**config.mk**
```make
export PLATFORM = sky130hd
export DESIGN_NAME = dcache_lru
export DESIGN_NICKNAME = d
export VERILOG_FILES = /design/src/hw/dcache_pkg.sv /design/src/hw/dcache_lru.sv
export SDC_FILE = /design/constraint.sdc
export NUM_CORES = 1
export LEC_CHECK = 0
export BUFFER_PORTS_ARGS = -buffer_cell sky130_fd_sc_hd__buf_4
export CAP_MARGIN = 20
export CORE_MARGIN = 4
export CORE_UTILIZATION = 60
export DETAILED_ROUTE_END_ITERATION = 7
export HOLD_SLACK_MARGIN = 0.1
export PLACE_DENSITY = 0.84
export SLEW_MARGIN = 20
export SYNTH_ARGS = -nofsm -noshare
export SYNTH_HDL_FRONTEND = slang
export SYNTH_SLANG_ARGS = --single-unit
```
**constraint.sdc**
```tcl
create_clock -name clk -period 2.1 [get_ports clk]
set_input_delay 0.315 -clock clk [delete_from_list [all_inputs] [get_ports clk]]
set_output_delay 0.315 -clock clk [all_outputs]
set_load 0.05 [all_outputs]
```
**src/hw/dcache_pkg.sv**
```systemverilog
// fixed geometry of 2 ways, 16 sets and 4-word lines over 32-bit byte addresses
package dcache_pkg;

    //////////////////////////////////////////////////
    // geometry
    //////////////////////////////////////////////////
    localparam int way_num        = 2;
    localparam int index_width    = 4;
    localparam int offset_width   = 2;
    localparam int words_per_line = 1 << offset_width;
    localparam int set_num        = 1 << index_width;
    localparam int tag_width      = 32 - index_width - offset_width - 2;
    localparam int index_lsb      = offset_width + 2;  // above word and byte bits

    localparam logic [1:0] mem_size_word = 2'd2;  // 4-byte transfers to L2

    //////////////////////////////////////////////////
    // entry types
    //////////////////////////////////////////////////
    typedef struct packed {
        logic                 valid;
        logic [tag_width-1:0] tag;
    } tagv_t;

    typedef logic [words_per_line-1:0][31:0] line_t;

    // taken from opcode bits 4:3
    typedef enum logic [1:0] {
        op_init      = 2'd0,  // write an empty entry by index and way
        op_inv_index = 2'd1,
        op_inv_hit   = 2'd2
    } op_code_t;

    typedef enum logic [3:0] {
        st_idle,
        st_lookup,
        st_miss_r,
        st_miss_r_wait,
        st_miss_w,
        st_hit_w,
        st_op,
        st_flush
    } dcache_state_t;

endpackage

```
**src/hw/dcache_lru.sv**
```systemverilog
// two-way LRU only; one bit per set names the way to evict next
`timescale 1ns/10ps

module dcache_lru
    import dcache_pkg::*;
(
    input  logic                   clk,
    input  logic                   rstn,
    input  logic [index_width-1:0] index,
    input  logic                   use0,
    input  logic                   use1,
    output logic                   victim
);
    logic [set_num-1:0] lru_bit;  // 1 means way 1 goes next

    always_ff @(posedge clk) begin
        if (!rstn) begin
            lru_bit <= '0;
        end else if (use0) begin
            lru_bit[index] <= 1'b1;  // point at the other way
        end else if (use1) begin
            lru_bit[index] <= 1'b0;
        end
    end

    assign victim = lru_bit[index];

endmodule

```
[After elaboration in Yosys (flattened, before gate mapping)]
Cells that the tools add are included.
Word-level totals
  memories: 0
  word-level logic and storage cells: 14
  register bits after elaboration: 16
  output and inout bits: 1
  input bits: 8
  ROM bits: 0
  bits in writable memories: 0
  latch bits: 0
Operators by class
  reductions and logical operators: 2
  $add $sub $neg: 0
  divide/modulo/power cells: 0
  shift operators: 0
  multipliers: 0
  mux-type cells: 6
  bitwise logic cells: 3
  eq/ne operators: 0
  magnitude comparators: 2
Operator list (count)
  2-to-1 mux 16 bit: 2
  AND 16 bit: 1
  NOT 16 bit: 1
  OR 16 bit: 1
  less-than comparator 4 x 5 -> 1 bit, second input constant: 1
  binary-select mux 1 bit (select 4 bit): 1
  demux 1 bit (select 4 bit): 1
  >= comparator 4 x 1 -> 1 bit, second input constant: 1
  2-to-1 mux 1 bit: 2
  nonzero test 2 bit: 1
  logical AND 1 bit: 1

[Longest topological paths before layout]
  depth in word-level cells: 8
  gate-level depth with buffers: 5
  mapped depth without buffers: 3

[Worst setup path after synthesis]
No wires, ideal clock.
  path type: input-to-output
  from: input index[0]
  to: output victim
  cell stages on the path: 4
  data arrival time: 1.335 ns
  buffers on the path: 1
  path slack: 0.450 ns
  data required time: 1.785 ns
  cells stage by stage: buf_6 -> mux4_2 -> a22oi_2 -> nand2_1
Between the ends
  longest elaborated chain between the ends: 2
Ends and longest elaborated chain
  from (decl): RTL line dcache_lru.sv:9  | input logic [index_width-1:0] index,
  binary-select mux 1 bit (select 4 bit): RTL line dcache_lru.sv:26  | assign victim = lru_bit[index];
  2-to-1 mux 1 bit (not written as such): RTL line dcache_lru.sv:26
  to (decl): RTL line dcache_lru.sv:12  | output logic victim
Every way passes these cells. The select of a mux whose other input is x is not followed.

[Worst setup path after layout]
Same ends and word-level chain as after synthesis.

==> flow_metrics.tcl <==
set metrics [dict create \
    status "finished clean" \
    fp-row-count 13 \
    clock_latency_ns 0.28 \
    dr.pass1.iters 4 \
    grt_max_degree 23 \
    drt_iter0_drc 28 \
    cts_tree "yes" \
    syn_avg_cell_area_um2 9.25 \
    grt_overflow 0 \
    tns_ns 0 \
    setup_viol 0 \
    clk_pin_slew_ns 0.09 \
    seqPwrFrac 0.562 \
    synth_top_family_by_area "compound AO/OA/AOI/OAI gates" \
    cts_made_buffers 3 \
    report.final.slew_viol_count 0 \
    hp-class "input pin to flip-flop" \
    critical_path_required_ns 1.78 \
    syn_inst 94 \
    cts_root_buf "clkbuf_4" \
    syn_nets 102 \
    hpwl_um 1310 \
    synth-async-reset-ratio 0 \
    maxSlewHeadroom 0.560 \
    num_vias 812 \
    clock_skew_ns 0 \
    core_um2 1330 \
    gp_congestion 0.809 \
    cap_violations 0 \
    yosysTopAreaCell "dfxtp_1" \
    syn_area_um2 870 \
    ys.flop_type "dfxtp_1" \
    synth_xor_area_frac 0 \
    htree_levels 1 \
    layout-drive-gt1-share 0.147 \
    synth_area_leaders "dfxtp_1 (37%), nand4_1 (12%), a21oi_1 (9.2%)" \
    start_kind "input pin" \
    grt_pass1_vias 735 \
    synth_compound_area_frac 0.276 \
    yosys.area_share.simple 0.164 \
    ys_warn_count 0 \
    postCtsSetupBuffers 0 \
    muxShareOfSynthArea 0.117 \
    die_x_um 46.1 \
    power_per_cell_area_nw_per_um2 607 \
    ys_ff_latch 16 \
    crit_path_max_fanout 22 \
    synthAdderAreaFrac 0 \
    routed_wl_um 2000 \
    timing.final.ws_setup_ns 0.212 \
    tightestPinTransition_ns 0.653 \
    ant_nets 0 \
    cts_num_sinks 16 \
    hold_buffers 0 \
    leakage_nw 0.314 \
    switching_share 0.277 \
    synth_top_area_share 0.368 \
    start_util 0.652 \
    netlist-cell-type-count 21 \
    seq_area_frac_synth 0.368 \
    grt_usage 0.218 \
    viasPerCell 7.38 \
    route.detailed.drc 0 \
    antenna_found_initial 0 \
    synth_edf_count 0 \
    grt_pass1_wl_um 3250 \
    internal_power_mw 0.403 \
    arrival_ns 1.57 \
    max_freq_ghz 0.530 \
    num_antenna_cells 0 \
    fin_crit_sh 0.899 \
    ir_drop_v 0.000517 \
    place_ws_ns 0.216 \
    power_frac_clock 0.287 \
    hold_viol_final 0 \
    io_pins 9 \
    syn2layout_area_growth_pct 5.47 \
    min_period_ns 1.89 \
    cts_resized 0 \
    rsz0062_at_grt "no" \
    wl_per_cell_um 18.2 \
    combPwrFrac 0.151 \
    cp-end-kind "output port" \
    dieArea_um2 2120 \
    clock_path_buffers 2 \
    final_nets 105 \
    p_sw_mw 0.154 \
    port_buffers 8 \
    critPathKind "input pin to output port" \
    ys_top_cells_by_count "a21oi_1 (16), dfxtp_1 (16), nand4_1 (16)" \
    die_height_um 46.1 \
]
## path summary, 6_finish.rpt
kind / start / end / slack (ns) / depth (start not counted)
worst max-delay path: index[0] / victim / 0.21 / 5
worst min register to register: flip-flop / flip-flop / 0.47 / 2
worst min-delay path: use0 / flip-flop / 0.39 / 3
worst max register to register: flip-flop / flip-flop / 1.43 / 2
## power by group through the flow
stage	registers [mW]	logic (mW)	clock network, mW
final	0.313	0.0839	0.160
after detailed placement	0.320	0.0811	0
after floorplan	0.319	0.0618	0
after CTS	0.313	0.0814	0.163
after global placement	0.320	0.0797	0
after global routing	0.314	0.0903	0.183
## cell families (layout without fill, tap and decap cells)
logic type | count (synthesis) | count (layout)
flip-flops | 16 | 16
multiplexers | 4 | 4
AND/OR/NAND/NOR | 24 | 24
buffers and inverters | 13 | 14
AO/OA/AOI/OAI | 37 | 37
## cells in the final DEF (no fill, tap or decap), types with 2 or more instances in the layout
| cell type | count |
|---|---|
| o31ai_1 | 10 |
| a21oi_1 | 16 |
| clkbuf_4 | 3 |
| nand4_1 | 16 |
| o41ai_1 | 3 |
| inv_1 | 3 |
| nand2b_1 | 2 |
| nand2_1 | 2 |
| buf_4 | 8 |
| o21ai_0 | 4 |
| nor2b_1 | 2 |
| mux4_1 | 3 |
| dfxtp_1 | 16 |
## stage by stage
stage / area [um^2] / util / power (mW) / std cells / hold slack (ns)
after floorplan: 870 / - / 0.380 / 94 / 0.438
after global placement: 895 / 0.671 / 0.399 / 107 / 0.454
after detailed placement: 895 / 0.671 / 0.401 / 107 / 0.459
after CTS: 917 / 0.688 / 0.557 / 110 / 0.383
after global routing: 917 / 0.688 / 0.587 / 110 / 0.384
final: 917 / 0.688 / 0.557 / 110 / 0.392
## routing by layer
layer	vias up	share of wire	track usage
met5	-	0	0
met3	5	0.084	0.0430
met2	45	0.46	0.299
li1	380	-	-
met4	0	0.020	0.142
met1	382	0.43	0.305
## final cells by class
type	instances	area [um^2]
Clock buffer	3	22.5
Fill cell	109	417
Inverter	3	11.3
Multi-Input combinational cell	65	484
Sequential cell	16	320
Tap cell	15	18.8
Timing Repair Buffer	8	60.1
## critical path, stage by stage
cell and delay, ns:
buf_4 0.23, mux4_1 0.58, a22oi_1 0.18, nand2_1 0.08, buf_4 0.19
Power figures use the tool's default switching activity.
