$ cat src/hw/dcache_req_buf.sv
// payload fields are valid only while their request is in flight and carry no reset
`timescale 1ns/10ps

module dcache_req_buf (
    input  logic        clk,
    input  logic        rstn,
    input  logic        we,
    input  logic        valid,
    input  logic        is_op,
    input  logic        wr,
    input  logic        suc,
    input  logic [31:0] addr,
    input  logic [31:0] wdata,
    input  logic [3:0]  wstrb,
    input  logic [4:0]  opcode,
    output logic        buf_is_op,
    output logic        buf_wr,
    output logic        buf_suc,
    output logic [31:0] buf_addr,
    output logic [31:0] buf_wdata,
    output logic [3:0]  buf_wstrb,
    output logic [4:0]  buf_opcode
);
    logic capture;

    assign capture = we && valid;  // handshake taken

    // request kind
    always_ff @(posedge clk) begin
        if (!rstn) begin
            buf_is_op <= 1'b0;
            buf_wr    <= 1'b0;
            buf_suc   <= 1'b0;
        end else if (capture) begin
            buf_is_op <= is_op;
            buf_wr    <= wr;
            buf_suc   <= suc;
        end
    end

    always_ff @(posedge clk) begin
        if (capture) begin
            buf_addr   <= addr;
            buf_wdata  <= wdata;
            buf_wstrb  <= wstrb;
            buf_opcode <= opcode;
        end
    end

endmodule

$ cat config.mk
export PLATFORM = sky130hd
export DESIGN_NAME = dcache_req_buf
export DESIGN_NICKNAME = d
export VERILOG_FILES = /design/src/hw/dcache_req_buf.sv
export SDC_FILE = /design/constraint.sdc
export NUM_CORES = 1
export LEC_CHECK = 0
export ABC_AREA = 1
export CORE_MARGIN = 2
export CORE_UTILIZATION = 30
export DETAILED_ROUTE_END_ITERATION = 8
export DONT_BUFFER_PORTS = 1
export PLACE_DENSITY_LB_ADDON = 0.1
export RECOVER_POWER = 100
export SETUP_SLACK_MARGIN = 0.3
export SYNTH_ARGS = -nofsm -noshare
export SYNTH_HDL_FRONTEND = slang
export SYNTH_SLANG_ARGS = --single-unit
$ cat constraint.sdc
create_clock -name clk -period 4.8 [get_ports clk]
set_input_delay 0.96 -clock clk [delete_from_list [all_inputs] [get_ports clk]]
set_output_delay 0.96 -clock clk [all_outputs]
set_load 0.005 [all_outputs]
=== Word-level counts from Yosys, hierarchy flattened ===
Index checks and enable logic that the tools add are counted.

* Register bits after elaboration: 76
* Bits of input ports: 80
* Output and inout port bits: 76
* Logic and storage cells: 8

* Reduce and logical (&&, ||, !) cells: 1

{| class="wikitable"
|+ Operators by type and width
! kind !! count
|-
| 1-bit logical AND || 1
|}

=== Logic depth before layout (Yosys ltp) ===
Gate-level depths: netlist of run 1.

* Depth after elaboration: 1
* Depth in mapped cells: 4
* Gate-level depth less buffers: 4

=== Worst setup path after synthesis of run 1 ===
Ideal clock, no wire load.

* Path kind: input -> register
* Start: input we
* End: register buf_addr[0], enable pin
* Setup time: 0.427 ns
* Data arrival time: 2.474 ns
* Required time: 4.373 ns
* Setup slack: 1.899 ns
* Stages: 2
* Path buffers: 0
* Path through: nand2_2 inv_1

* Longest elaborated chain between the ends: 1

{| class="wikitable"
|+ Ends and longest elaborated chain
! element !! RTL line !! source
|-
| start: declaration || 7 || <nowiki>input logic we,</nowiki>
|-
| 1-bit logical AND || 26 || <nowiki>assign capture = we && valid;</nowiki>
|-
| via capture || 24 || <nowiki>logic capture;</nowiki>
|-
| end signal: assignment || 43 || <nowiki>buf_addr <= addr;</nowiki>
|-
| end: declaration || 19 || <nowiki>output logic [31:0] buf_addr,</nowiki>
|}

The timed path passes the listed nets, and every way through them passes these cells.
A chain may end at the register's enable or synchronous reset.

=== Worst setup path in the final report of run 1 ===
* Start: input we
* End: register buf_addr[21], enable pin

The elaborated chain is that of the path after synthesis.

==> out/qor.txt, run 1 <==
layout cells sized above 1 = 13.6%
critical register-to-register path endpoint = buf_wr$_SDFFE_PN0P_
hold path start = buf_is_op$_SDFFE_PN0P_
total CTS buffers = 9
first-pass GRT wire length = 5580 um
Final Hold Vio Count = 0
worst min path class = reg2reg
Post-CTS Setup Inserts = 0
drc violations = 0
largest area contributor in the netlist = edfxtp_1
Final Setup Violations = 0
Final min period = 2.80 ns
Synth area leaders = edfxtp_1, dfxtp_1, nand2_1
clock slew at reported path FFs = 0.07 ns
post-route setup slack = 2.00 ns
clk sink count = 76
fmax = 357 MHz
total congestion overflow = 0
status = complete, but fails checks
Worst Setup End Kind = flip-flop
Die W = 91.9 um
post-synth top area share = 94.5%
Detail Placement HPWL = 2860 um
CP required = 4.80 ns
Synth Instances = 93
routed vias = 891
Starting Density = 30.5%
unrepaired setup endpoints after global routing = no
Worst Reg2Reg Path Length in Cells = 4
Leak = 0.851 nW
hold depth = 4
# diodes = 0
Slew HR = -1.77%
Post-Synthesis Cell Area = 0.00232 mm2
Peak VDD IR = 0.000155 V
final WL = 4070 um
Clock Tree Buf Depth = 2
Avg Cell Area, Syn = 24.9 um2
clk_lat worst skew = 0.33 ns
remaining antenna violation count = 0
# nets final = 185
Tot Pwr = 1.23 mW
failing checks = capacitance limit, slew limit
Slew Viols, Final = 44
hold_buf cts = 0
number of global-route vias before repair = 963
top-level port count = 156
die area = 0.00845 mm2
RD Place Congestion = 0.677
crit path kind = in2reg
vias per inst = 4.20
initial antenna violation count = 0
flop-to-flop setup slack = 4.12 ns
First-pass DRT Iterations = 3
r2r startpoint = buf_wr$_SDFFE_PN0P_
Max-Cap Viols = 1
power density over the cells = 469 mW/mm2
# H-tree levels = 3
CP max FO = 43
Worst Max-Slew Pin Slew = 1.52 ns
fillers = 736
largest net degree at the start of global routing = 44
site row count = 32
Clock Tree Root = clkbuf_8
Mapped Nets = 173
CTS-repair resized insts = 0
initial DRC count = 60
sequential share of the synthesized area = 97.1%
Synth Warn # = 0
Port Buf Inserts = 0
Tcrit/Tclk final = 58.3%
synth unique cells = 6
synthesis-to-layout area growth = 12.9%
Startpoint Class = primary input
CTS tree = yes
drt wl/cell = 19.2 um
Tot GR Track Use = 9.45%
Hold Path End = buf_is_op$_SDFFE_PN0P_
Worst EP arrival = 2.80 ns
pre-CTS setup slack = 2.20 ns
Core Area = 0.00761 mm2
Die Span Y = 91.9 um
setup TNS = 0 ns
#FFs+latches synth = 76
clock skew = 0 ns
[worst max-delay path, stage by stage]
cell and delay (ns):
nand2_1 0.12, inv_1 1.12, buf_4 0.55
[layout make-up]
type | count | area (um2) | area share, %
multi-input cells | 13 | 48.8 | 1.86
clock buffers | 9 | 124 | 4.73
repair buffers | 1 | 7.51 | 0.287
clock inverters | 7 | 42.5 | 1.63
flip-flops and latches | 76 | 2250 | 86.0
well taps | 102 | 128 | 4.88
inverters | 4 | 15.0 | 0.574
[metrics by stage]
step / std cells / hold slack [ns] / utilization [%] / cell area (um2)
global route: 212 / 0.578 / 34.4 / 2620
detailed placement: 196 / 0.541 / 32.3 / 2450
CTS: 212 / 0.551 / 34.4 / 2620
finish: 212 / 0.542 / 34.4 / 2620
floorplan: 93 / 0.505 / - / 2320
global placement: 196 / 0.524 / 32.3 / 2450
[registers in the layout, indices dropped and copies added, names as in the netlist]
register / flops
buf_addr: 32
buf_is_op: 1
buf_opcode: 5
buf_suc: 1
buf_wdata: 32
buf_wr: 1
buf_wstrb: 4
[layout by cell type, fill, tap and decap left out]
| cell type | instances |
|---|---|
| buf_4 | 1 |
| clkbuf_8 | 9 |
| clkinv_1 | 2 |
| clkinv_2 | 2 |
| clkinv_4 | 1 |
| clkinvlp_4 | 1 |
| dfxtp_1 | 3 |
| edfxtp_1 | 73 |
| inv_1 | 4 |
| inv_6 | 1 |
| nand2_1 | 7 |
| nor2_1 | 6 |
[how the worst max path moves through the flow]
stage	slack, ns	from	end
global route	1.78	we	buf_addr[21]$_DFFE_PP_
global placement	2.27	we	buf_addr[16]$_DFFE_PP_
finish	2.00	we	buf_addr[21]$_DFFE_PP_
floorplan	1.90	we	buf_addr[0]$_DFFE_PP_
CTS	2.56	we	buf_wdata[10]$_DFFE_PP_
detailed placement	2.20	we	buf_addr[7]$_DFFE_PP_
[synthesized netlist by cell type, drive strengths merged]
cell type  number
nand2           7
dfxtp           3
edfxtp         73
inv             4
nor2            6
[report_power, final]
part / internal (mW) / switching (mW) / total [mW] / leakage, nW
sequential: 0.778 / 0.0232 / 0.801 / 0.710
combinational: 0.00214 / 0.0141 / 0.0163 / 0.0569
clock: 0.185 / 0.226 / 0.411 / 0.0845
[per-layer routing]
layer  global-route usage [%]  vias to the layer above  share of wire (%)
li1                         -                      375                  -
met5                        0                        -                  0
met3                     8.05                        6                 13
met2                     13.7                       78                 50
met1                     9.22                      432                 35
met4                     5.22                        0                1.5
[cells by family after synthesis]
group                  count (synthesis)  synth area share, %
DFF                                   76                 97.1
and+or+nand+nor                       13                 2.21
buffers and inverters                  4                0.647
No activity file was read; power rests on OpenSTA's default activity.
==> inputs of run 2 (changes only) <==
==> constraint.sdc (replaced) <==
create_clock -name clk -period 2.55 [get_ports clk]
set_input_delay 0.51 -clock clk [delete_from_list [all_inputs] [get_ports clk]]
set_output_delay 0.51 -clock clk [all_outputs]
set_load 0.005 [all_outputs]
==> run 2 against run 1 <==
  * The flow now finishes without violations
  * Register-to-register slack worse by 2.2 ns
  * Clock-buffer cell count up 1
  * Flip-flop and latch count unchanged
  * Worst setup slack worse by 1.0 ns
==> out/qor.txt, run 2 (synthesized netlist as in run 1, its figures left out) <==
hold_buf cts = 0 (unchanged)
Hold WS = 0.260 ns (was 0.542 ns)
Clock Tree Buf Depth = 2 (unchanged)
Final Setup Violations = 0 (unchanged)
Slew Viols, Final = 0 (was 44)
synthesis-to-layout area growth = 12.4% (was 12.9%)
non-filler instance count after layout = 213 (was 212)
vias per inst = 4.18 (was 4.20)
initial DRC count = 54 (was 60)
# nets final = 186 (was 185)
total CTS buffers = 9 (unchanged)
Worst EP arrival = 1.51 ns (was 2.80 ns)
total congestion overflow = 0 (unchanged)
CTS tree = yes (unchanged)
top-level port count = 156 (unchanged)
Startpoint Class = primary input (unchanged)
status = completed (was complete, but fails checks)
initial antenna violation count = 2 (was 0)
critical register-to-register path endpoint = buf_wr$_SDFFE_PN0P_ (unchanged)
crit path kind = in2reg (unchanged)
Final min period = 1.55 ns
clock slew at reported path FFs = 0.07 ns (about the same)
Critical path origin = we (unchanged)
Core Area = 0.00761 mm2 (unchanged)
most common cell after layout, fill and taps aside = edfxtp_1 (unchanged)
Worst Max-Slew Pin Slew = 0.953 ns (was 1.52 ns)
Clock Tree Root = clkbuf_8 (unchanged)
Die Span Y = 91.9 um (unchanged)
Detail Placement HPWL = 2960 um (was 2860 um)
First-pass DRT Iterations = 2 (was 3)
Slew HR = 36.5% (was -1.77%)
Final Hold Vio Count = 0 (unchanged)
Port Buf Inserts = 0 (unchanged)
top flop regs = buf_addr x32, buf_wdata x32, buf_opcode x5 (unchanged)
power density over the cells = 868 mW/mm2 (was 469 mW/mm2)
Die W = 91.9 um (unchanged)
clk sink count = 76 (unchanged)
Leak = 0.842 nW (was 0.851 nW)
first-pass GRT wire length = 5610 um (was 5580 um)
drt wl/cell = 19.5 um (was 19.2 um)
multi-input logic area = 48.8 um2 (unchanged)
Worst Reg2Reg Path Length in Cells = 4 (unchanged)
Post-CTS Setup Inserts = 0 (unchanged)
Starting Density = 30.5% (unchanged)
CTS-repair resized insts = 0 (unchanged)
layout cells sized above 1 = 13.8% (was 13.6%)
Worst Setup End Kind = flip-flop (unchanged)
Peak VDD IR = 0.000273 V (was 0.000155 V)
die area = 0.00845 mm2 (unchanged)
final WL = 4160 um (was 4070 um)
number of global-route vias before repair = 926 (was 963)
CP required = 2.51 ns (was 4.80 ns)
FF/Latch Area = 0.00225 mm2 (unchanged)
remaining antenna violation count = 0 (unchanged)
Tot GR Track Use = 9.72% (was 9.45%)
CP max FO = 39 (was 43)
Tcrit/Tclk final = 60.7%
placed cells = 197 (was 196)
worst min path class = in2reg (was reg2reg)
# H-tree levels = 3 (unchanged)
commonest non-fill, non-tap cells in the layout = edfxtp_1, clkbuf_8, nand2_1 (unchanged)
clock skew = 0 ns (unchanged)
Max-Cap Viols = 0 (was 1)
flop-to-flop setup slack = 1.90 ns (was 4.12 ns)
hold path start = addr[31] (was buf_is_op$_SDFFE_PN0P_)
fmax = 646 MHz
fillers = 730 (was 736)
unrepaired setup endpoints after global routing = no (unchanged)
Setup crit end = buf_wdata[8]$_DFFE_PP_ (was buf_addr[21]$_DFFE_PP_)
clk_lat worst skew = 0.33 ns (about the same)
routed vias = 891 (unchanged)
largest net degree at the start of global routing = 40 (was 44)
setup TNS = 0 ns (unchanged)
Layout Utilization = 34.3% (was 34.4%)
site row count = 32 (unchanged)
RD Place Congestion = 0.632 (was 0.677)
drc violations = 0 (unchanged)
r2r startpoint = buf_wr$_SDFFE_PN0P_ (unchanged)
-- run 2: changes by cell type in the layout (fill, tap and decap cells not counted) --
cell	change
clkinvlp_4	-1
clkbuf_2	+2
clkinv_4	-1
clkinvlp_2	+1
clkinv_1	-1
clkbuf_1	+1
inv_6	-1
clkinv_2	+1
buf_4	-1
inv_1	-1
diode_2	+2
-- run 2: worst max-delay path, stage by stage --
cell and delay, ns:
nand2_1 0.13, clkinvlp_2 0.12, clkbuf_2 0.73
-- run 2: stage by stage --
step	total power [mW]	cell area, um2	setup WS [ns]
final	2.26	2610	1.00
after global routing	2.37	2600	0.919
after CTS	2.30	2610	1.25
after detailed placement	1.57	2460	1.04
after global placement	1.57	2460	1.07
after floorplan	1.55	2320	0.461
-- run 2: layout make-up --
class,instances,share of cell area (%)
Clock buffer,10,4.90
Inverter,4,0.624
Sequential cell,76,86.4
Timing Repair Buffer,2,0.384
Multi-Input combinational cell,13,1.87
Clock inverter,4,0.720
Antenna cell,2,0.192
Tap cell,102,4.90
-- run 2: how the worst min path moves through the flow --
stage,cells past startpoint,end,slack [ns]
finish,0,buf_addr[31]$_DFFE_PP_,0.26
global route,0,buf_addr[16]$_DFFE_PP_,0.23
CTS,0,buf_wdata[10]$_DFFE_PP_,0.24
detailed placement,4,buf_is_op$_SDFFE_PN0P_,0.53
global placement,4,buf_suc$_SDFFE_PN0P_,0.53
floorplan,4,buf_is_op$_SDFFE_PN0P_,0.51
-- run 2: power breakdown --
group | total [mW] | internal (mW) | switching, mW
Sequential | 1.51 | 1.47 | 0.0437
Clock | 0.722 | 0.334 | 0.388
Combinational | 0.0307 | 0.00403 | 0.0267
-- run 2: metal layers --
layer	wire length (um)	global-route usage, %	vias up
met3	551	8.46	11
met2	2090	14.3	71
li1	-	-	379
met1	1440	9.46	430
met5	0	0	-
met4	76	4.85	0
