### src/hw/dcache_pkg.sv
// fixed geometry of 2 ways, 16 sets and 4-word lines over 32-bit byte addresses
package dcache_pkg;

    //////////////////////////////////////////////////
    // geometry
    //////////////////////////////////////////////////
    localparam int way_num        = 2;
    localparam int index_width    = 4;
    localparam int offset_width   = 2;
    localparam int words_per_line = 1 << offset_width;
    localparam int set_num        = 1 << index_width;
    localparam int tag_width      = 32 - index_width - offset_width - 2;
    localparam int index_lsb      = offset_width + 2;  // above word and byte bits

    localparam logic [1:0] mem_size_word = 2'd2;  // 4-byte transfers to L2

    //////////////////////////////////////////////////
    // entry types
    //////////////////////////////////////////////////
    typedef struct packed {
        logic                 valid;
        logic [tag_width-1:0] tag;
    } tagv_t;

    typedef logic [words_per_line-1:0][31:0] line_t;

    // taken from opcode bits 4:3
    typedef enum logic [1:0] {
        op_init      = 2'd0,  // write an empty entry by index and way
        op_inv_index = 2'd1,
        op_inv_hit   = 2'd2
    } op_code_t;

    typedef enum logic [3:0] {
        st_idle,
        st_lookup,
        st_miss_r,
        st_miss_r_wait,
        st_miss_w,
        st_hit_w,
        st_op,
        st_flush
    } dcache_state_t;

endpackage

### src/hw/dcache_fsm.sv
// write-through without allocate; flush is ignored once an L2 wait has opened
`timescale 1ns/10ps

module dcache_fsm
    import dcache_pkg::*;
(
    input  logic               clk,
    input  logic               rstn,
    input  logic               valid,
    input  logic               flush,
    input  logic               buf_is_op,
    input  logic               buf_wr,
    input  logic               buf_suc,
    input  logic [4:0]         buf_opcode,
    input  logic [31:0]        buf_addr,
    input  logic [way_num-1:0] hit,
    input  logic               victim,
    input  logic               mem_addr_ok,
    input  logic               mem_data_ok,
    output logic               ready,
    output logic               buf_we,
    output logic               rdata_valid,
    output logic               mem_req,
    output logic               mem_wr,
    output logic [way_num-1:0] data_we,
    output logic [way_num-1:0] tagv_we,
    output logic [way_num-1:0] tagv_inv,
    output logic               tagv_init,
    output logic               refill,
    output logic               choose_way,
    output logic               choose_return,
    output logic               use0,
    output logic               use1
);
    dcache_state_t      state;
    dcache_state_t      next_state;
    dcache_state_t      cur;           // state with ops told apart
    dcache_state_t      accept_state;  // where a finished transaction goes
    op_code_t           op_code;
    logic               miss;
    logic [way_num-1:0] hit_way;       // one-hot first hit
    logic [way_num-1:0] op_way;
    logic [way_num-1:0] victim_way;
    logic [way_num-1:0] init_we;
    logic [way_num-1:0] use_way;

    assign miss         = ~|hit || buf_suc;
    assign hit_way      = hit[0] ? 2'b01 : {hit[1], 1'b0};
    assign op_way       = buf_addr[0] ? 2'b10 : 2'b01;  // way from address bit 0
    assign victim_way   = victim ? 2'b10 : 2'b01;
    assign op_code      = op_code_t'(buf_opcode[4:3]);
    assign accept_state = valid ? st_lookup : st_idle;

    // ops enter through lookup and the buffered flag picks them out
    assign cur = (state == st_lookup && buf_is_op) ? st_op : state;

    assign tagv_we = data_we | tagv_inv | init_we;
    assign buf_we  = ready;  // capture whenever a request can be taken
    assign use0    = use_way[0];
    assign use1    = use_way[1];

    always_ff @(posedge clk) begin
        if (!rstn) begin
            state <= st_idle;
        end else begin
            state <= next_state;
        end
    end

    //////////////////////////////////////////////////
    // next state and controls
    //////////////////////////////////////////////////
    always_comb begin
        next_state    = state;
        ready         = 1'b0;
        rdata_valid   = 1'b0;
        mem_req       = 1'b0;
        mem_wr        = 1'b0;
        data_we       = '0;
        tagv_inv      = '0;
        init_we       = '0;
        tagv_init     = 1'b0;
        refill        = 1'b0;
        choose_way    = hit_way[1];
        choose_return = 1'b0;
        use_way       = '0;
        case (cur)
            st_idle: begin
                ready      = 1'b1;
                next_state = accept_state;
            end
            st_lookup: begin
                if (flush) begin
                    ready      = 1'b1;  // access dropped
                    next_state = st_flush;
                end else begin
                    if (buf_suc) begin
                        tagv_inv = hit_way;  // uncached access drops its line
                    end
                    if (buf_wr) begin
                        mem_req = 1'b1;
                        mem_wr  = 1'b1;
                        if (!miss) begin
                            data_we = hit_way;  // merge into the hit line
                            use_way = hit_way;
                        end
                        if (mem_addr_ok) begin
                            ready      = 1'b1;
                            next_state = accept_state;
                        end else begin
                            next_state = miss ? st_miss_w : st_hit_w;
                        end
                    end else if (miss) begin
                        mem_req    = 1'b1;
                        next_state = mem_addr_ok ? st_miss_r_wait : st_miss_r;
                    end else begin
                        rdata_valid = 1'b1;  // read hit
                        use_way     = hit_way;
                        ready       = 1'b1;
                        next_state  = accept_state;
                    end
                end
            end
            st_op: begin
                ready = 1'b1;
                if (flush) begin
                    next_state = st_flush;
                end else begin
                    next_state = accept_state;
                    case (op_code)
                        op_init: begin
                            tagv_init = 1'b1;
                            init_we   = op_way;
                        end
                        op_inv_index: tagv_inv = op_way;
                        op_inv_hit:   tagv_inv = hit_way;
                        default: ;  // reserved code has no effect
                    endcase
                end
            end
            st_flush: begin
                ready      = 1'b1;
                next_state = flush ? st_flush : accept_state;
            end
            st_hit_w, st_miss_w: begin
                mem_req = 1'b1;
                mem_wr  = 1'b1;
                if (mem_addr_ok) begin
                    ready      = 1'b1;
                    next_state = accept_state;
                end
            end
            st_miss_r: begin
                mem_req = 1'b1;
                if (mem_addr_ok) begin
                    next_state = st_miss_r_wait;
                end
            end
            st_miss_r_wait: begin
                if (mem_data_ok) begin
                    rdata_valid   = 1'b1;
                    choose_return = 1'b1;
                    ready         = 1'b1;
                    next_state    = accept_state;
                    if (!buf_suc) begin
                        data_we = victim_way;  // fill the LRU way
                        refill  = 1'b1;
                        use_way = victim_way;
                    end
                end
            end
            default: next_state = st_idle;
        endcase
    end

endmodule

### config.mk
export PLATFORM = sky130hd
export DESIGN_NAME = dcache_fsm
export DESIGN_NICKNAME = d
export VERILOG_FILES = /design/src/hw/dcache_pkg.sv /design/src/hw/dcache_fsm.sv
export SDC_FILE = /design/constraint.sdc
export NUM_CORES = 1
export LEC_CHECK = 0
export BUFFER_PORTS_ARGS = -buffer_cell sky130_fd_sc_hd__buf_2
export CAP_MARGIN = 30
export CORE_MARGIN = 1.5
export CORE_UTILIZATION = 40
export CTS_BUF_LIST = sky130_fd_sc_hd__clkbuf_8
export DETAILED_ROUTE_END_ITERATION = 10
export PLACE_DENSITY = 0.91
export SYNTH_ARGS = -nofsm -noshare
export SYNTH_HDL_FRONTEND = slang
export SYNTH_SLANG_ARGS = --single-unit
### constraint.sdc
create_clock -name clk -period 4 [get_ports clk]
set_input_delay 0.8 -clock clk [delete_from_list [all_inputs] [get_ports clk]]
set_output_delay 0.8 -clock clk [all_outputs]
set_load 0.02 [all_outputs]
Word level (Yosys, flattened, before mapping)

Cells that the tools add are included.

Muxes and demuxes: 55
Equality and inequality tests: 13
Reductions and logical operators: 11
Bitwise operators: 2

Operators with widths:

| kind                 | count |
|---|---|
| $mux W2              | 16 |
| $mux W4              | 6 |
| $pmux W4 S6          | 1 |
| $mux W1              | 22 |
| $eq A4 B3 Y1 const B | 4 |
| $pmux W2 S2          | 4 |
| $eq A4 B1 Y1 const B | 2 |
| $eq A4 B2 Y1 const B | 2 |
| $mux W3              | 2 |
| $ne A2 B2 Y1 const B | 3 |
| $pmux W1 S2          | 3 |
| $reduce_or A2 Y1     | 3 |
| $reduce_or A3 Y1     | 2 |
| $logic_not A4 Y1     | 1 |
| $or A2 B2 Y2         | 2 |
| $pmux W1 S4          | 1 |
| $reduce_and A3 Y1    | 1 |
| $eq A2 B1 Y1 const B | 1 |
| $eq A2 B2 Y1 const B | 1 |
| $logic_not A2 Y1     | 1 |
| $logic_and A1 B1 Y1  | 1 |
| $logic_not A1 Y1     | 1 |
| $logic_or A1 B1 Y1   | 1 |

Word-level logic and storage cells: 82
Register bits after elaboration: 4
Input bits: 49

Longest topological paths before layout

Gate-level depths: netlist of run 1.

Depth after elaboration: 9
Mapped depth: 6

Worst setup path after synthesis of run 1

Ideal clock, no wire load.

Kind: in2out
Start: input port hit[0]
End: output port tagv_we[1]
Arrival: 1.943 ns
Stages: 4
Setup slack: 1.257 ns
Cell sequence: and2b_1 > nand4b_1 > a21oi_1 > nand4b_1

Word-level cells in the longest chain between the ends: 9
Elaborated cells between the ends (all ways): 15

Ends and longest elaborated chain:

| what                           | line              | source |
|---|---|---|
| start, declared                | dcache_fsm.sv:16  | `input logic [way_num-1:0] hit,` |
| $reduce_or A2 Y1               | dcache_fsm.sv:47  | `assign miss = ~\|hit \|\| buf_suc;` |
| $logic_not A1 Y1               | dcache_fsm.sv:47  |  |
| $logic_or A1 B1 Y1             | dcache_fsm.sv:47  |  |
| $mux W2 (*)                    | dcache_fsm.sv:103 | `if (!miss) begin` |
| $mux W2 (*)                    | dcache_fsm.sv:100 | `if (buf_wr) begin` |
| $mux W2 (*)                    | dcache_fsm.sv:93  | `if (flush) begin` |
| $pmux W2 S2 (*)                | dcache_fsm.sv:87  | `case (cur)` |
| net data_we[1]                 | dcache_fsm.sv:25  | `output logic [way_num-1:0] data_we,` |
| $or A2 B2 Y2 (*) (2 in series) | dcache_fsm.sv:57  | `assign tagv_we = data_we \| tagv_inv \| init_we;` |
| end, declared                  | dcache_fsm.sv:26  | `output logic [way_num-1:0] tagv_we,` |

The timed path passes the listed nets; every way through them passes the cells marked *.

Final worst setup path of run 1

Start: input port buf_is_op
End: output port tagv_we[0]

Word-level cells in the longest chain between the ends: 6
Elaborated cells between the ends (all ways): 10

Ends and longest elaborated chain:

| what                                 | line             | source |
|---|---|---|
| start, declared                      | dcache_fsm.sv:11 | `input logic buf_is_op,` |
| $logic_and A1 B1 Y1 (*)              | dcache_fsm.sv:55 | `assign cur = (state == st_lookup && buf_is_op) ? st_op : state;` |
| $mux W4 (*)                          | dcache_fsm.sv:55 |  |
| $eq A4 B2 Y1 (tied with other cells) | dcache_fsm.sv:87 |  |
| $pmux W2 S2                          | dcache_fsm.sv:87 |  |
| $or A2 B2 Y2                         | dcache_fsm.sv:57 |  |
| $or A2 B2 Y2 (*)                     | dcache_fsm.sv:57 |  |

Every way passes the cells marked *; elsewhere a longest branch is shown, timed or not.

==> metrics.md, run 1 <==
| Metric | Value |
|---|---|
| # diodes | 0 |
| Synth Net Count | 145 |
| DP Wirelength | 1350 um |
| Initial antenna violation count | 0 |
| Worst EP arrival | 2060 ps |
| CP Launch Type | input pin |
| Power density over the cells | 421 nW/um^2 |
| Post-synth EDFFs | 0 |
| Sink Count | 3 |
| WL/cell | 12.7 um |
| Commonest non-fill, non-tap cell in the layout | buf_2 |
| Max IR drop VDD | 229 uV |
| Ys async rst share | 0% |
| Remaining global-route overflow | 0 |
| Port Buffers | 31 |
| Status | finished clean |
| Number of I/O pins | 66 |
| Post_cts resized | 0 |
| Drt pass-1 iters | 4 |
| Reg2reg setup slack | 2390 ps |
| Seq/Total Area, Yosys | 9.02% |
| CTS tree | built |
| DRT Wirelength | 1760 um |
| Number of synthesized register bits | 3 |
| Worst min path class | reg2reg |
| CP cell instances | buf_2, or4b_4, o22ai_1, a32oi_1, o211ai_1, buf_2 |
| DR DRC count | 0 |
| Minimum clock period | 2860 ps |
| Root buffer cell | clkbuf_8 |
| Max stage delay cell, worst path | or4b_4 |
| Number of global-route vias before repair | 706 |
| Commonest non-fill, non-tap cells in the layout | buf_2 (31), nand2_1 (10), inv_1 (7) |
| Maxcap violations | 0 |
| CTS buffer count | 3 |
| Setup TNS | 0 ps |
| Critical Path RT | 3200 ps |
| Crit. End Element | primary output |
| Top Registers | state x3 |
| Layout cells sized above 1 | 32.8% |
| Worst-margin pin slew | 534 ps |
| Largest net degree at the start of global routing | 17 |
| Critical path class | in2out |
| Main synth FF type | dfxtp_1 |
| Fin. Hold Viols | 0 |
| Leakage | 0.413 nW |
| Synthesized netlist cell count | 93 |
| Area share of the largest cell type after synthesis | 9.02% |
| Crit-path max FO | 5 |
| Yosys cell types | 43 |
| RSZ-0062 raised after global routing | false |
| First-pass GRT wire length | 2900 um |
| Worst skew pair latency | 220 ps |
| Die width | 43.8 um |
| CP most frequent cell | buf_2 |
| Vias | 820 |
| Headroom to the max-slew limit | 64.4% |
| Reg clk slew, reported paths | 30 ps |
| Area Overhead vs Synth | 27.3% |
| RePlAce Congestion | 0.877 |
| Crit-path max cell delay | 540 ps |
| Layout Skew | 4.62 ps |
| Initial DRC count | 32 |
| Die H | 43.8 um |
| Final net count | 175 |
| Routed vias/inst | 5.94 |
| Top reg by flops | state |
| Final period util | 71.6% |
| Worst Hold Margin | 795 ps |
| Synthesized area per cell | 7.16 um^2 |
| Hold buffers post-CTS | 0 |
| H-tree depth | 1 |
| Die footprint | 1920 um^2 |
| Total GRT Usage | 19.5% |
| Max reg flops | 3 |
| Slew Limit Fails | 0 |
| Post-synth top area cell | dfxtp_1 |
| Final setup viols | 0 |
| Ranking of synthesized cells by area | dfxtp_1 (9.0%), ha_1 (5.6%), nand2_1 (5.6%) |
| Num rows | 14 |
| Post-CTS Setup Bufs | 0 |
| Fmax | 349 MHz |
| Synth warn | 0 |
| Starting Density | 43.7% |
| Post-Syn Area | 666 um^2 |
| Antenna Nets Post-Route | 0 |
| CTS max path bufs | 2 |
| Core footprint | 1520 um^2 |
==> power by group <==
part / internal [mW] / switching (mW) / leakage [nW]
sequential: 0.0402 / 0.0355 / 0.0248
clock: 0.0656 / 0.0230 / 0.0269
combinational: 0.0840 / 0.108 / 0.361
total: 0.190 / 0.166 / 0.413
==> per-layer routing <==
metal	global-route usage, %	routed length, um	vias to the layer above	share of wire [%]
met5	0	0	-	0
li1	-	-	407	-
met4	9.09	34	0	1.9
met3	1.67	94	4	5.4
met1	23.6	750	379	43
met2	34.4	878	30	50
==> kinds of logic (layout without fill, tap and decap cells) <==
family / count (synthesis) / in the layout / synth area share [%]
adders and majority gates: 3 / 3 / 5.64
and+or+nand+nor: 41 / 41 / 41.2
xor gates and xnor gates: 1 / 1 / 1.32
buffers and inverters: 12 / 41 / 9.21
AOI/OAI and AO/OA: 33 / 33 / 33.6
DFF: 3 / 3 / 9.02
==> metrics by stage <==
step | setup WS [ps] | util, % | instance area (um^2) | total power [mW] | instances
6_report | 1140 | 55.6 | 847 | 0.356 | 138
5_1_grt | 1090 | 55.6 | 847 | 0.380 | 138
4_1_cts | 1150 | 55.6 | 847 | 0.355 | 138
3_5_place_dp | 1160 | 52.6 | 802 | 0.266 | 134
3_3_place_gp | 1180 | 52.6 | 802 | 0.258 | 134
2_1_floorplan | 1260 | - | 666 | 0.223 | 93
==> path summary, 6_finish.rpt <==
kind / depth (start not counted) / start / end
min: 3 / state[0] / state[1]
max: 6 / buf_is_op / tagv_we[0]
max reg2reg: 4 / state[1] / state[0]
min reg2reg: 3 / state[0] / state[1]
==> area by class of cell <==
| type | count | area (um^2) |
|---|---|---|
| fillers | 142 | 677 |
| multi-input cells | 78 | 544 |
| repair buffers | 31 | 155 |
| flip-flops and latches | 3 | 60.1 |
| clock buffers | 3 | 41.3 |
| inverters | 6 | 22.5 |
| well taps | 16 | 20.0 |
| clock inverters | 1 | 3.75 |
==> synthesized netlist by cell type (2+ instances only) <==
master,instances
a21o_1,2
a21oi_1,5
and2_1,4
and4_1,2
buf_4,2
clkbuf_1,2
dfxtp_1,3
ha_1,3
inv_1,6
nand2_1,10
nand2b_1,2
nand3_1,3
nand3b_1,3
nand4b_1,3
nor2_1,4
nor2b_1,2
o211ai_1,2
o21ai_0,5
o21ai_1,4
o22ai_1,2
o31ai_1,2
==> critical path, delay by kind of cell <==
kind | cells | cell delay (ps)
and+or+nand+nor | 1 | 540
buffers and inverters | 2 | 330
AOI/OAI and AO/OA | 3 | 390
No activity file was read; power rests on OpenSTA's default activity.
==> run 2, diff against run 1 <==
CORE_UTILIZATION = 37   (was 40)
PLACE_DENSITY = 0.85   (was 0.91)
clock period = 2.88 ns   (was 4 ns; I/O delays follow)
==> run 2 against run 1 <==
  * Clock skew is 4.4 ps lower
  * Clock-buffer cell count stayed put
  * Sequential share of layout area is 0.093 points lower
  * Hold slack worse by 190 ps
  * Wire length is 3.9% lower
  * Cell count is 6.5% higher
  * Clock power is 34% higher
  * Total power is 37% higher
  * Critical path type is now reg2out
  * Critical endpoint unchanged
==> metrics.md, run 2 (synthesis gave the netlist of run 1 again) <==
| Metric | Value |
|---|---|
| Routed vias/inst | 5.43 (-8.6%) |
| Worst path bufs/invs | 1 (-1) |
| CP Launch Type | flop |
| Fin. Hold Viols | 0 (unchanged) |
| Vias | 798 (-2.7%) |
| Commonest non-fill, non-tap cells in the layout | buf_2 (31), nand2_1 (10), inv_1 (7) |
| DP Worst Slack | 481 ps (-684 ps) |
| Sink Count | 3 (unchanged) |
| First-pass GRT wire length | 2450 um (-16%) |
| Worst-margin pin slew | 529 ps (-4.36 ps) |
| Drt pass-1 iters | 4 (unchanged) |
| Max IR drop VDD | 422 uV (+84%) |
| Die H | 45.4 um (+3.7%) |
| Final period util | 87.0% |
| Top Registers | state x3 |
| Int Power | 0.263 mW (+39%) |
| Crit-path max FO | 16 (+11) |
| Port Buffers | 31 (unchanged) |
| Crit-path max cell delay | 650 ps (+110 ps) |
| WL/cell | 11.5 um (-9.8%) |
| Final net count | 175 (unchanged) |
| RePlAce Congestion | 0.872 (-0.56%) |
| Core footprint | 1710 um^2 (+12%) |
| Setup TNS | 0 ps (unchanged) |
| Sequential Power Share | 21.8% (+0.6 points) |
| Headroom to the max-slew limit | 64.7% (+0.29 points) |
| Initial DRC count | 17 (-47%) |
| Switching Power | 0.224 mW (+34%) |
| Layout Skew | 0.212 ps (-4.40 ps) |
| Sw frac | 45.9% (-0.79 points) |
| Post-CTS Setup Bufs | 0 (unchanged) |
| Worst min path class | in2reg |
| CP cell instances | or4b_4, o22ai_1, a32oi_1, o211ai_1, buf_2 |
| Initial antenna violation count | 0 (unchanged) |
| Crit. End Element | primary output |
| RSZ-0062 raised after global routing | false |
| Max reg flops | 3 (unchanged) |
| Area Overhead vs Synth | 28.9% |
| Critical path class | reg2out |
| Reg clk slew, reported paths | 30 ps (about the same) |
| CTS max path bufs | 2 (unchanged) |
| Worst skew pair latency | 220 ps (about the same) |
| Num rows | 15 (+1) |
| Post_cts resized | 0 (unchanged) |
| Root buffer cell | clkbuf_8 |
| Cell family with most CP delay | simple AND/OR/NAND/NOR gates |
| # diodes | 0 (unchanged) |
| Max stage delay cell, worst path | or4b_4 |
| Die footprint | 2060 um^2 (+7.5%) |
| DRT Wirelength | 1690 um (-3.9%) |
| Largest net degree at the start of global routing | 17 (unchanged) |
| DR DRC count | 0 (unchanged) |
| CTS buffer count | 3 (unchanged) |
| Status | finished clean |
| Maxcap violations | 0 (unchanged) |
| Fmax | 399 MHz |
| H-tree depth | 1 (unchanged) |
| Top reg by flops | state |
| Starting Density | 39.0% (-4.7 points) |
| Remaining global-route overflow | 0 (unchanged) |
| CTS tree | built |
| Hold buffers post-CTS | 0 (unchanged) |
| Critical Path RT | 2300 ps (-900 ps) |
| Clock power share | 24.4% (-0.5 points) |
| Number of I/O pins | 66 (unchanged) |
| Final worst setup slack | 374 ps (-764 ps) |
| Number of global-route vias before repair | 611 (-13%) |
| Total GRT Usage | 16.0% (-3.5 points) |
| Minimum clock period | 2510 ps |
| Leakage | 0.413 nW (unchanged) |
| Die width | 45.4 um (+3.7%) |
| Layout cells sized above 1 | 32.8% (unchanged) |
| Slew Limit Fails | 0 (unchanged) |
| Antenna Nets Post-Route | 0 (unchanged) |
| Power density over the cells | 567 nW/um^2 (+35%) |
| Commonest non-fill, non-tap cell in the layout | buf_2 |
| Final setup viols | 0 (unchanged) |
| Combinational power share | 53.8% (about the same) |
| Worst EP arrival | 1930 ps (-130 ps) |
| DP Wirelength | 1310 um (-2.8%) |
run 2: cell counts in the layout (fill, tap and decap cells not counted):
Identical to the previous run, type by type.
run 2: metal layers:
layer  track usage, %  wire length, um  vias to the layer above
met5                0                0                        -
met4             8.24               18                        0
met3             2.38               90                        2
met2             25.9              842                       24
met1             20.4              736                      364
li1                 -                -                      408
run 2: stage by stage:
stage / instances / hold slack [ps] / instance area (um^2) / power, mW / utilization, %
floorplan: 93 / 665 / 666 / 0.310 / -
global placement: 143 / 773 / 813 / 0.359 / 47.6
detailed placement: 143 / 801 / 813 / 0.367 / 47.6
CTS: 147 / 594 / 858 / 0.491 / 50.3
global route: 147 / 618 / 858 / 0.526 / 50.3
finish: 147 / 600 / 858 / 0.487 / 50.3
run 2: area by class of cell:
cell class,count,area (um^2)
fillers,164,850
multi-input cells,78,544
repair buffers,31,155
flip-flops and latches,3,60.1
clock buffers,3,41.3
well taps,25,31.3
inverters,6,22.5
clock inverters,1,3.75
run 2: worst paths after layout:
path / slack (ps) / to / cells after the start / from
hold / removal: 600 / state[2] / 2 / rstn
hold reg to reg: 810 / state[2] / 2 / state[1]
setup reg to reg: 1230 / state[0] / 4 / state[1]
setup / recovery: 370 / tagv_we[0] / 5 / state[1]
run 2: power groups by stage:
stage / clock network, mW / registers (mW) / logic, mW
2_1_floorplan: 0 / 0.0726 / 0.237
5_1_grt: 0.128 / 0.111 / 0.286
3_3_place_gp: 0 / 0.102 / 0.257
4_1_cts: 0.124 / 0.104 / 0.263
6_report: 0.119 / 0.106 / 0.262
3_5_place_dp: 0 / 0.105 / 0.263
run 2: worst register-to-register path, stage by stage (launching register included):
cell and delay, ps:
dfxtp_1 460, or4b_4 660, nor2_4 130, and4_1 190, o21ai_1 80
